## src/logic/cpu_ctrl_macros.svh

```systemverilog
`ifndef CPU_CTRL_MACROS_SVH
`define CPU_CTRL_MACROS_SVH

// Datapath width (8 and 32 work as well)
`define CPU_DATA_W    16

// Instruction opcode field
`define CPU_OPCODE_W  5

// Control word field widths
`define CPU_ALU_OP_W  4
`define CPU_JUMP_W    2

// Shift amount taken from the low bits of imm
`define CPU_SHAMT_W   4

// Flag register layout
`define CPU_FLAG_W    3
`define CPU_FLAG_Z    0
`define CPU_FLAG_N    1
`define CPU_FLAG_C    2

`endif

```

## src/logic/cpu_ctrl_pkg.sv

```systemverilog
`include "cpu_ctrl_macros.svh"

package cpu_ctrl_pkg;

    typedef logic [`CPU_DATA_W-1:0] data_t;
    typedef logic [`CPU_FLAG_W-1:0] flags_t;   // Z, N, C

    typedef enum logic [`CPU_OPCODE_W-1:0] {
        OP_NOP   = 5'd0,
        OP_SETC  = 5'd1,
        OP_CLRC  = 5'd2,
        OP_NOT   = 5'd3,
        OP_INC   = 5'd4,
        OP_DEC   = 5'd5,
        OP_IN    = 5'd6,
        OP_OUT   = 5'd7,
        OP_PUSH  = 5'd8,
        OP_POP   = 5'd9,
        OP_LOAD  = 5'd10,
        OP_STORE = 5'd12,
        OP_LDM   = 5'd13,
        OP_JZ    = 5'd16,
        OP_JN    = 5'd17,
        OP_JC    = 5'd18,
        OP_MOV   = 5'd24,
        OP_ADD   = 5'd25,
        OP_SUB   = 5'd26,
        OP_AND   = 5'd28,
        OP_OR    = 5'd29,
        OP_SHL   = 5'd30,
        OP_SHR   = 5'd31
    } opcode_t;

    typedef enum logic [`CPU_ALU_OP_W-1:0] {
        ALU_NONE = 4'd0,
        ALU_NOT  = 4'd1,
        ALU_INC  = 4'd2,
        ALU_DEC  = 4'd3,
        ALU_MOV  = 4'd4,
        ALU_ADD  = 4'd5,
        ALU_SUB  = 4'd6,
        ALU_AND  = 4'd7,
        ALU_OR   = 4'd8,
        ALU_SHL  = 4'd9,
        ALU_SHR  = 4'd10,
        ALU_SETC = 4'd11,
        ALU_CLRC = 4'd12,
        ALU_PASS = 4'd13
    } alu_op_t;

    typedef enum logic [`CPU_JUMP_W-1:0] {
        JMP_NONE  = 2'd0,
        JMP_ZERO  = 2'd1,
        JMP_NEG   = 2'd2,
        JMP_CARRY = 2'd3
    } jump_type_t;

    typedef struct packed {
        alu_op_t    alu_op;
        logic       mem_read;
        logic       mem_write;
        logic       push;
        logic       pop;
        logic       in_port;
        logic       out_port;
        logic       immediate;
        logic       one_operand;   // NOT, INC, DEC
        logic       wb;
        jump_type_t jump_type;
    } ctrl_word_t;

    typedef struct packed {
        ctrl_word_t ctrl;
        data_t      operand_a;
        data_t      operand_b;
        data_t      imm;
    } ex_stage_t;

    typedef struct packed {
        logic  mem_read;
        logic  mem_write;
        logic  push;
        logic  pop;
        logic  out_port;
        logic  wb;
        data_t result;       // Address or write-back value
        data_t store_data;
    } mem_stage_t;

    typedef struct packed {
        logic  wb;
        data_t wb_data;
    } wb_stage_t;

endpackage

```

## src/logic/cpu_ctrl_top.sv

```systemverilog
module cpu_ctrl_top (
    input  logic                     clk,
    input  logic                     rst_n,
    input  cpu_ctrl_pkg::opcode_t    opcode,
    input  cpu_ctrl_pkg::data_t      operand_a,
    input  cpu_ctrl_pkg::data_t      operand_b,
    input  cpu_ctrl_pkg::data_t      imm,
    input  cpu_ctrl_pkg::data_t      mem_rdata,
    output cpu_ctrl_pkg::mem_stage_t mem_stage,
    output cpu_ctrl_pkg::wb_stage_t  wb_stage,
    output cpu_ctrl_pkg::flags_t     flags,
    output logic                     jump_taken
);
    import cpu_ctrl_pkg::*;

    ex_stage_t  ex_stage;
    ctrl_word_t ex_ctrl;
    data_t      alu_result;

    instr_decoder u_decoder (
        .clk        (clk),
        .rst_n      (rst_n),
        .opcode     (opcode),
        .operand_a  (operand_a),
        .operand_b  (operand_b),
        .imm        (imm),
        .jump_taken (jump_taken),
        .ex_stage   (ex_stage)
    );

    exec_unit u_exec (
        .clk        (clk),
        .rst_n      (rst_n),
        .ex_stage   (ex_stage),
        .alu_result (alu_result),
        .ex_ctrl    (ex_ctrl),
        .flags      (flags),
        .jump_taken (jump_taken)
    );

    ctrl_pipe u_pipe (
        .clk        (clk),
        .rst_n      (rst_n),
        .ex_ctrl    (ex_ctrl),
        .alu_result (alu_result),
        .store_data (ex_stage.operand_b),   // Register value for STORE
        .mem_rdata  (mem_rdata),
        .mem_stage  (mem_stage),
        .wb_stage   (wb_stage)
    );

endmodule

```

## src/logic/ctrl_pipe.sv

```systemverilog
module ctrl_pipe (
    input  logic                     clk,
    input  logic                     rst_n,
    input  cpu_ctrl_pkg::ctrl_word_t ex_ctrl,
    input  cpu_ctrl_pkg::data_t      alu_result,
    input  cpu_ctrl_pkg::data_t      store_data,
    input  cpu_ctrl_pkg::data_t      mem_rdata,
    output cpu_ctrl_pkg::mem_stage_t mem_stage,
    output cpu_ctrl_pkg::wb_stage_t  wb_stage
);
    import cpu_ctrl_pkg::*;

    ctrl_word_t mem_ctrl_q;
    data_t      mem_result_q;
    data_t      mem_store_q;
    logic       mem_load;
    logic       wb_q;
    data_t      wb_data_q;

    // Memory stage
    always_ff @(posedge clk) begin
        if (!rst_n) begin
            mem_ctrl_q <= '0;
        end else begin
            mem_ctrl_q <= ex_ctrl;
        end
    end

    always_ff @(posedge clk) begin
        mem_result_q <= alu_result;
        mem_store_q  <= store_data;
    end

    assign mem_stage = '{
        mem_read:   mem_ctrl_q.mem_read,
        mem_write:  mem_ctrl_q.mem_write,
        push:       mem_ctrl_q.push,
        pop:        mem_ctrl_q.pop,
        out_port:   mem_ctrl_q.out_port,
        wb:         mem_ctrl_q.wb,
        result:     mem_result_q,
        store_data: mem_store_q
    };

    // LDM carries its value from imm through the ALU
    assign mem_load = mem_ctrl_q.mem_read && !mem_ctrl_q.immediate;

    // Writeback stage
    always_ff @(posedge clk) begin
        if (!rst_n) begin
            wb_q <= 1'b0;
        end else begin
            wb_q <= mem_ctrl_q.wb;
        end
    end

    always_ff @(posedge clk) begin
        wb_data_q <= mem_load ? mem_rdata : mem_result_q;   // Read data sampled here
    end

    assign wb_stage = '{
        wb:      wb_q,
        wb_data: wb_data_q
    };

endmodule

```

## src/logic/exec_unit.sv

```systemverilog
`include "cpu_ctrl_macros.svh"

module exec_unit (
    input  logic                     clk,
    input  logic                     rst_n,
    input  cpu_ctrl_pkg::ex_stage_t  ex_stage,
    output cpu_ctrl_pkg::data_t      alu_result,
    output cpu_ctrl_pkg::ctrl_word_t ex_ctrl,
    output cpu_ctrl_pkg::flags_t     flags,
    output logic                     jump_taken
);
    import cpu_ctrl_pkg::*;

    data_t                   op_a;
    data_t                   op_b;
    data_t                   imm;
    data_t                   addend;
    logic [`CPU_SHAMT_W-1:0] shamt;
    logic [`CPU_DATA_W:0]    sum_ext;    // Top bit is carry out
    logic [`CPU_DATA_W:0]    diff_ext;   // Top bit is borrow
    logic                    upd_zn;
    logic                    upd_c;
    logic                    carry_next;
    flags_t                  flags_next;

    assign op_a  = ex_stage.operand_a;
    assign op_b  = ex_stage.operand_b;
    assign imm   = ex_stage.imm;
    assign shamt = imm[`CPU_SHAMT_W-1:0];

    // One adder serves ADD/SUB and INC/DEC
    assign addend   = ex_stage.ctrl.one_operand ? data_t'(1) : op_b;
    assign sum_ext  = {1'b0, op_a} + {1'b0, addend};
    assign diff_ext = {1'b0, op_a} - {1'b0, addend};

    always_comb begin
        case (ex_stage.ctrl.alu_op)
            ALU_NOT:  alu_result = ~op_a;
            ALU_INC,
            ALU_ADD:  alu_result = sum_ext[`CPU_DATA_W-1:0];
            ALU_DEC,
            ALU_SUB:  alu_result = diff_ext[`CPU_DATA_W-1:0];
            ALU_MOV:  alu_result = op_b;                 // Source register
            ALU_AND:  alu_result = op_a & op_b;
            ALU_OR:   alu_result = op_a | op_b;
            ALU_SHL:  alu_result = op_a << shamt;
            ALU_SHR:  alu_result = op_a >> shamt;
            ALU_PASS: alu_result = ex_stage.ctrl.immediate ? imm : op_a;
            default:  alu_result = '0;
        endcase
    end

    // Which flags this operation touches
    always_comb begin
        upd_zn     = 1'b0;
        upd_c      = 1'b0;
        carry_next = flags[`CPU_FLAG_C];
        case (ex_stage.ctrl.alu_op)
            ALU_ADD, ALU_INC: begin
                upd_zn     = 1'b1;
                upd_c      = 1'b1;
                carry_next = sum_ext[`CPU_DATA_W];
            end
            ALU_SUB, ALU_DEC: begin
                upd_zn     = 1'b1;
                upd_c      = 1'b1;
                carry_next = diff_ext[`CPU_DATA_W];
            end
            ALU_NOT, ALU_AND, ALU_OR, ALU_SHL, ALU_SHR: begin
                upd_zn = 1'b1;
            end
            ALU_SETC: begin
                upd_c      = 1'b1;
                carry_next = 1'b1;
            end
            ALU_CLRC: begin
                upd_c      = 1'b1;
                carry_next = 1'b0;
            end
            default: ;                                   // MOV, PASS, NONE keep flags
        endcase
    end

    always_comb begin
        flags_next = flags;
        if (upd_zn) begin
            flags_next[`CPU_FLAG_Z] = (alu_result == '0);
            flags_next[`CPU_FLAG_N] = alu_result[`CPU_DATA_W-1];
        end
        if (upd_c) begin
            flags_next[`CPU_FLAG_C] = carry_next;
        end
    end

    always_ff @(posedge clk) begin
        if (!rst_n) begin
            flags <= '0;
        end else begin
            flags <= flags_next;
        end
    end

    // Compared against flags of older instructions only
    always_comb begin
        case (ex_stage.ctrl.jump_type)
            JMP_ZERO:  jump_taken = flags[`CPU_FLAG_Z];
            JMP_NEG:   jump_taken = flags[`CPU_FLAG_N];
            JMP_CARRY: jump_taken = flags[`CPU_FLAG_C];
            default:   jump_taken = 1'b0;
        endcase
    end

    always_comb begin
        ex_ctrl           = ex_stage.ctrl;
        ex_ctrl.jump_type = JMP_NONE;                    // Jump consumed here
    end

endmodule

```

## src/logic/instr_decoder.sv

```systemverilog
module instr_decoder (
    input  logic                    clk,
    input  logic                    rst_n,
    input  cpu_ctrl_pkg::opcode_t   opcode,
    input  cpu_ctrl_pkg::data_t     operand_a,
    input  cpu_ctrl_pkg::data_t     operand_b,
    input  cpu_ctrl_pkg::data_t     imm,
    input  logic                    jump_taken,
    output cpu_ctrl_pkg::ex_stage_t ex_stage
);
    import cpu_ctrl_pkg::*;

    ctrl_word_t dec;
    ctrl_word_t ctrl_q;
    data_t      operand_a_q;
    data_t      operand_b_q;
    data_t      imm_q;

    always_comb begin
        dec = '0;
        case (opcode)
            OP_SETC:  dec.alu_op = ALU_SETC;
            OP_CLRC:  dec.alu_op = ALU_CLRC;
            OP_NOT: begin
                dec.alu_op      = ALU_NOT;
                dec.one_operand = 1'b1;
            end
            OP_INC: begin
                dec.alu_op      = ALU_INC;
                dec.one_operand = 1'b1;
            end
            OP_DEC: begin
                dec.alu_op      = ALU_DEC;
                dec.one_operand = 1'b1;
            end
            OP_IN:    dec.in_port  = 1'b1;
            OP_OUT:   dec.out_port = 1'b1;
            OP_PUSH:  dec.push     = 1'b1;
            OP_POP:   dec.pop      = 1'b1;
            OP_LOAD: begin
                dec.mem_read = 1'b1;
                dec.alu_op   = ALU_PASS;      // Address from operand_a
            end
            OP_STORE: begin
                dec.mem_write = 1'b1;
                dec.alu_op    = ALU_PASS;
            end
            OP_LDM: begin
                dec.mem_read  = 1'b1;
                dec.immediate = 1'b1;
                dec.alu_op    = ALU_PASS;     // Result is imm
            end
            OP_JZ:    dec.jump_type = JMP_ZERO;
            OP_JN:    dec.jump_type = JMP_NEG;
            OP_JC:    dec.jump_type = JMP_CARRY;
            OP_MOV:   dec.alu_op = ALU_MOV;
            OP_ADD:   dec.alu_op = ALU_ADD;
            OP_SUB:   dec.alu_op = ALU_SUB;
            OP_AND:   dec.alu_op = ALU_AND;
            OP_OR:    dec.alu_op = ALU_OR;
            OP_SHL: begin
                dec.alu_op    = ALU_SHL;
                dec.immediate = 1'b1;        // Shift amount in imm
            end
            OP_SHR: begin
                dec.alu_op    = ALU_SHR;
                dec.immediate = 1'b1;
            end
            default: ;                        // Unused codes act as NOP
        endcase

        // Anything producing a value writes back, except a store
        dec.wb = ((dec.alu_op != ALU_NONE) && (dec.alu_op != ALU_SETC) &&
                  (dec.alu_op != ALU_CLRC)) || dec.mem_read;
        if (dec.mem_write) begin
            dec.wb = 1'b0;
        end
    end

    // A taken jump turns the younger instruction into a bubble
    always_ff @(posedge clk) begin
        if (!rst_n || jump_taken) begin
            ctrl_q <= '0;
        end else begin
            ctrl_q <= dec;
        end
    end

    always_ff @(posedge clk) begin
        operand_a_q <= operand_a;
        operand_b_q <= operand_b;
        imm_q       <= imm;
    end

    assign ex_stage = '{
        ctrl:      ctrl_q,
        operand_a: operand_a_q,
        operand_b: operand_b_q,
        imm:       imm_q
    };

endmodule

```

## config.mk

```make
export PLATFORM = sky130hd
export DESIGN_NAME = cpu_ctrl_top
export DESIGN_NICKNAME = d
export VERILOG_FILES = /design/src/logic/cpu_ctrl_pkg.sv /design/src/logic/cpu_ctrl_top.sv /design/src/logic/ctrl_pipe.sv /design/src/logic/exec_unit.sv /design/src/logic/instr_decoder.sv
export VERILOG_INCLUDE_DIRS = /design/src /design/src/logic
export SDC_FILE = /design/constraint.sdc
export NUM_CORES = 1
export LEC_CHECK = 0
export ABC_AREA = 1
export BUFFER_PORTS_ARGS = -buffer_cell sky130_fd_sc_hd__buf_2
export CORE_UTILIZATION = 30
export CTS_CLUSTER_DIAMETER = 60
export DETAILED_ROUTE_END_ITERATION = 12
export PLACE_DENSITY = 0.46
export SLEW_MARGIN = 20
export SYNTH_ARGS = -nofsm -noshare
export SYNTH_HDL_FRONTEND = slang
export SYNTH_SLANG_ARGS = --single-unit
```

## constraint.sdc

```tcl
create_clock -name clk -period 4.05 [get_ports clk]
set_clock_uncertainty 0.2 [all_clocks]
set_input_delay 0.81 -clock clk [delete_from_list [all_inputs] [get_ports clk]]
set_output_delay 0.81 -clock clk [all_outputs]
set_load 0.02 [all_outputs]
```

==> key figures <==
Power
  • Pwr dens: 408.2 nW/um^2
  • Register share of total power: 35.7%
  • Maximum vdd drop: 0.0002203 V
  • Switch Pwr: 1271 uW
  • Combinational share of power: 22.4%
  • Total power: 3793 uW
  • Clock power frac: 41.9%
  • Leak pwr: 0.005089 uW
  • Sw Share: 33.51%
  • Int Power: 2522 uW

Worst setup path
  • Worst Path Required: 4200 ps
  • Crit Path Category: register to register
  • Top cell by count, worst path: nand2_1
  • Crit. End Element: register
  • Worst EP arrival: 3450 ps
  • Top Family by Delay on Critical Path: simple AND/OR/NAND/NOR gates
  • CP max stage delay: 570 ps
  • FF-to-FF setup slack: 760 ps
  • CP startpoint: u_decoder.ex_stage[51]
  • Buf+Inv Stages, Crit Path: 3
  • CP cell instances: inv_1 > nand2_1 > ha_1 > inv_1 > fa_1 > inv_1 > nand2_1 > nand2_1 > nand3_1 > nand2_1 > nand2_1 > nand2_1 > nand2_1 > nand3_1 > nand2_1 > nor2_1 > nand3_1 > nor2_1 > nand2_1 > a21oi_1
  • Maximum fanout along the worst path: 10
  • CP Launch Type: register
  • Slowest stage cell, crit path: dfxtp_1
  • Launching point of the worst reg2reg path: u_decoder.ex_stage[51]

Synth
  • XOR/XNOR Fraction of Synth Area: 0%
  • Ranking of synthesized cells by area: dfxtp_1 31%, nand2_1 20%, nand3_1 11%
  • Synth async-reset ratio: 0%
  • Synth Area in Compound Gates: 7.944%
  • Post-Syn Area per Cell: 6.143 um^2
  • Area leader, netlist: dfxtp_1
  • Net Count, Synth: 1370
  • Synth Area in Simple Gates: 39.99%
  • Ys flop type: dfxtp_1
  • Most common library cells after synthesis: 408 x nand2_1, 172 x nand3_1, 170 x inv_1, 134 x nor2_1, 121 x dfxtp_1
  • Synthesized area: 7734 um^2
  • Area fraction of the dominant cell type after synthesis: 31.32%
  • Cells after Synth: 1259
  • Count leader, synth: nand2_1
  • Main combinational cell family by area after synthesis: simple AND/OR/NAND/NOR gates
  • Adder-cell share of the synthesized area: 6.666%
  • Post-synth EDFFs: 0
  • Multiplexer share of the synthesized area: 2.330%
  • Seq/Total Area, Yosys: 31.32%
  • Yosys cell types: 33
  • Yosys reg bits: 121
  • Ys Warns: 0

CTS
  • CTS resizes: 0
  • Num CTS Buffers: 17
  • Clock sink count: 121
  • Clock Latency Late Sink: 420 ps
  • CTS root buffer: clkbuf_16
  • Clock slew at reported path FFs: 60 ps
  • Postcts setup bufs: 0
  • Max clock buf depth: 2
  • Post-CTS Hold Fix Bufs: 0
  • CTS tree: built
  • CTS HTree Levels: 4

Hold path
  • Min-Delay Path Class: register to register
  • Hold_sp: u_decoder.operand_b_q[15]

Layout
  • Fill count: 2814
  • Area grow syn2layout: 20.17%
  • Layout cells sized above 1: 15.13%
  • Final net count: 1493
  • Utilization after layout: 36.80%
  • Antenna diodes: 0

Floorplan
  • Initial core utilization: 30.62%
  • I/O pin count: 130
  • DIE HEIGHT: 162.6 um
  • Die area: 26430 um^2
  • Core area: 25250 um^2
  • Die width: 162.6 um
  • # rows: 58

Timing
  • Hold WS: 159.7 ps
  • Crit share post-route: 81.30%
  • RSZ-0062 raised after global routing: no
  • Setup-failing EPs final: 0
  • Worst slew margin: 26.47%
  • Final min period: 3293 ps
  • Slew Viols, Final: 0
  • Setup slack after layout: 757.2 ps
  • Setup_tns: 0 ps
  • Final Hold Viols: 0
  • Worst-Margin Slew: 1095 ps
  • Max Freq: 303.7 MHz

Global routing
  • Initial antenna violation count: 0
  • Global-route wire length before repair: 43.63 mm
  • Largest net degree at the start of global routing: 29
  • Total GRT Usage: 21.88%
  • Vias in the first global route: 7801
  • Remaining Overflow, GRT: 0

Placement
  • Dpl ws: 741.7 ps
  • PortBufs: 129
  • DPL Wire Length: 22.23 mm
  • GP Congestion: 0.9093

Flow run
  • Max cap viols: 0

Detailed routing
  • Drt pass-1 iters: 5
  • Initial DRC count: 598
  • DRC errors left: 0
  • DR WL/cell: 16.37 um
  • DR vias/cell: 4.806
  • DR vias: 8290
  • WL final: 28.23 mm
  • Antenna-violating nets left: 0

Status
  • Status: finished clean
==> routing by layer <==
| metal | routed length [um] | global-route usage [%] |
|---|---|---|
| met1 | 13100 | 29.80 |
| met2 | 12740 | 35.06 |
| met3 | 1520 | 2.648 |
| met4 | 869 | 8.539 |
| met5 | 0 | 0 |
==> cells in the final DEF, fill, tap and decap left out, types with 7 or more instances in the layout <==
cell type / Yosys / final
nand2_1: 408 / 408
nand3_1: 172 / 172
inv_1: 170 / 170
nor2_1: 134 / 134
buf_2: 18 / 129
dfxtp_1: 121 / 121
a21oi_1: 52 / 52
o21ai_0: 46 / 46
ha_1: 38 / 38
buf_4: 10 / 18
clkbuf_16: 0 / 17
mux2_2: 16 / 16
nor3_1: 9 / 9
nand4_1: 8 / 8
inv_2: 7 / 7
==> flip-flops by register name (all words and copies together), names as in the netlist, 3 cells and up <==
signal	cells
u_pipe.mem_result_q	16
u_decoder.ex_stage	14
u_pipe.wb_data_q	16
u_decoder.imm_q	16
u_decoder.operand_a_q	16
u_pipe.mem_store_q	16
u_pipe.mem_stage	6
u_decoder.operand_b_q	16
u_exec.flags	3
==> path summary, 6_finish.rpt <==
kind | endpoint | cells past startpoint
worst max-delay path | u_exec.flags[0] | 20
worst min-delay path | u_pipe.mem_store_q[15] | 0
worst max register to register | u_exec.flags[0] | 20
worst min register to register | u_pipe.mem_store_q[15] | 0
==> power groups by stage <==
stage	Combinational (uW)	Sequential (uW)	Clock, uW
final	851	1350	1590
after global routing	955	1360	1680
after CTS	849	1350	1620
after detailed placement	847	1380	0
after global placement	854	1380	0
after floorplan	487	1440	0
==> layout make-up <==
class / instances / area (um^2) / area share [%]
Multi-Input combinational cell: 918 / 4403 / 47.37
Sequential cell: 121 / 2422 / 26.06
Timing Repair Buffer: 147 / 780.7 / 8.401
Inverter: 177 / 664.4 / 7.149
Clock buffer: 19 / 452.9 / 4.873
Tap cell: 330 / 412.9 / 4.443
Clock inverter: 13 / 157.7 / 1.696
==> through the flow <==
step	std cells	cell area, um^2
2_1_floorplan	1259	7734
3_3_place_gp	1693	8683
3_5_place_dp	1693	8683
4_1_cts	1725	9294
5_1_grt	1725	9294
6_report	1725	9294
==> kinds of logic after synthesis <==
logic type	after synthesis
flip-flops	121
AND/OR/NAND/NOR	747
buffers and inverters	220
multiplexers	16
adder cells (fa/ha/maj)	40
AO/OA/AOI/OAI	115
Note: power is estimated with default switching activity, not from simulation.
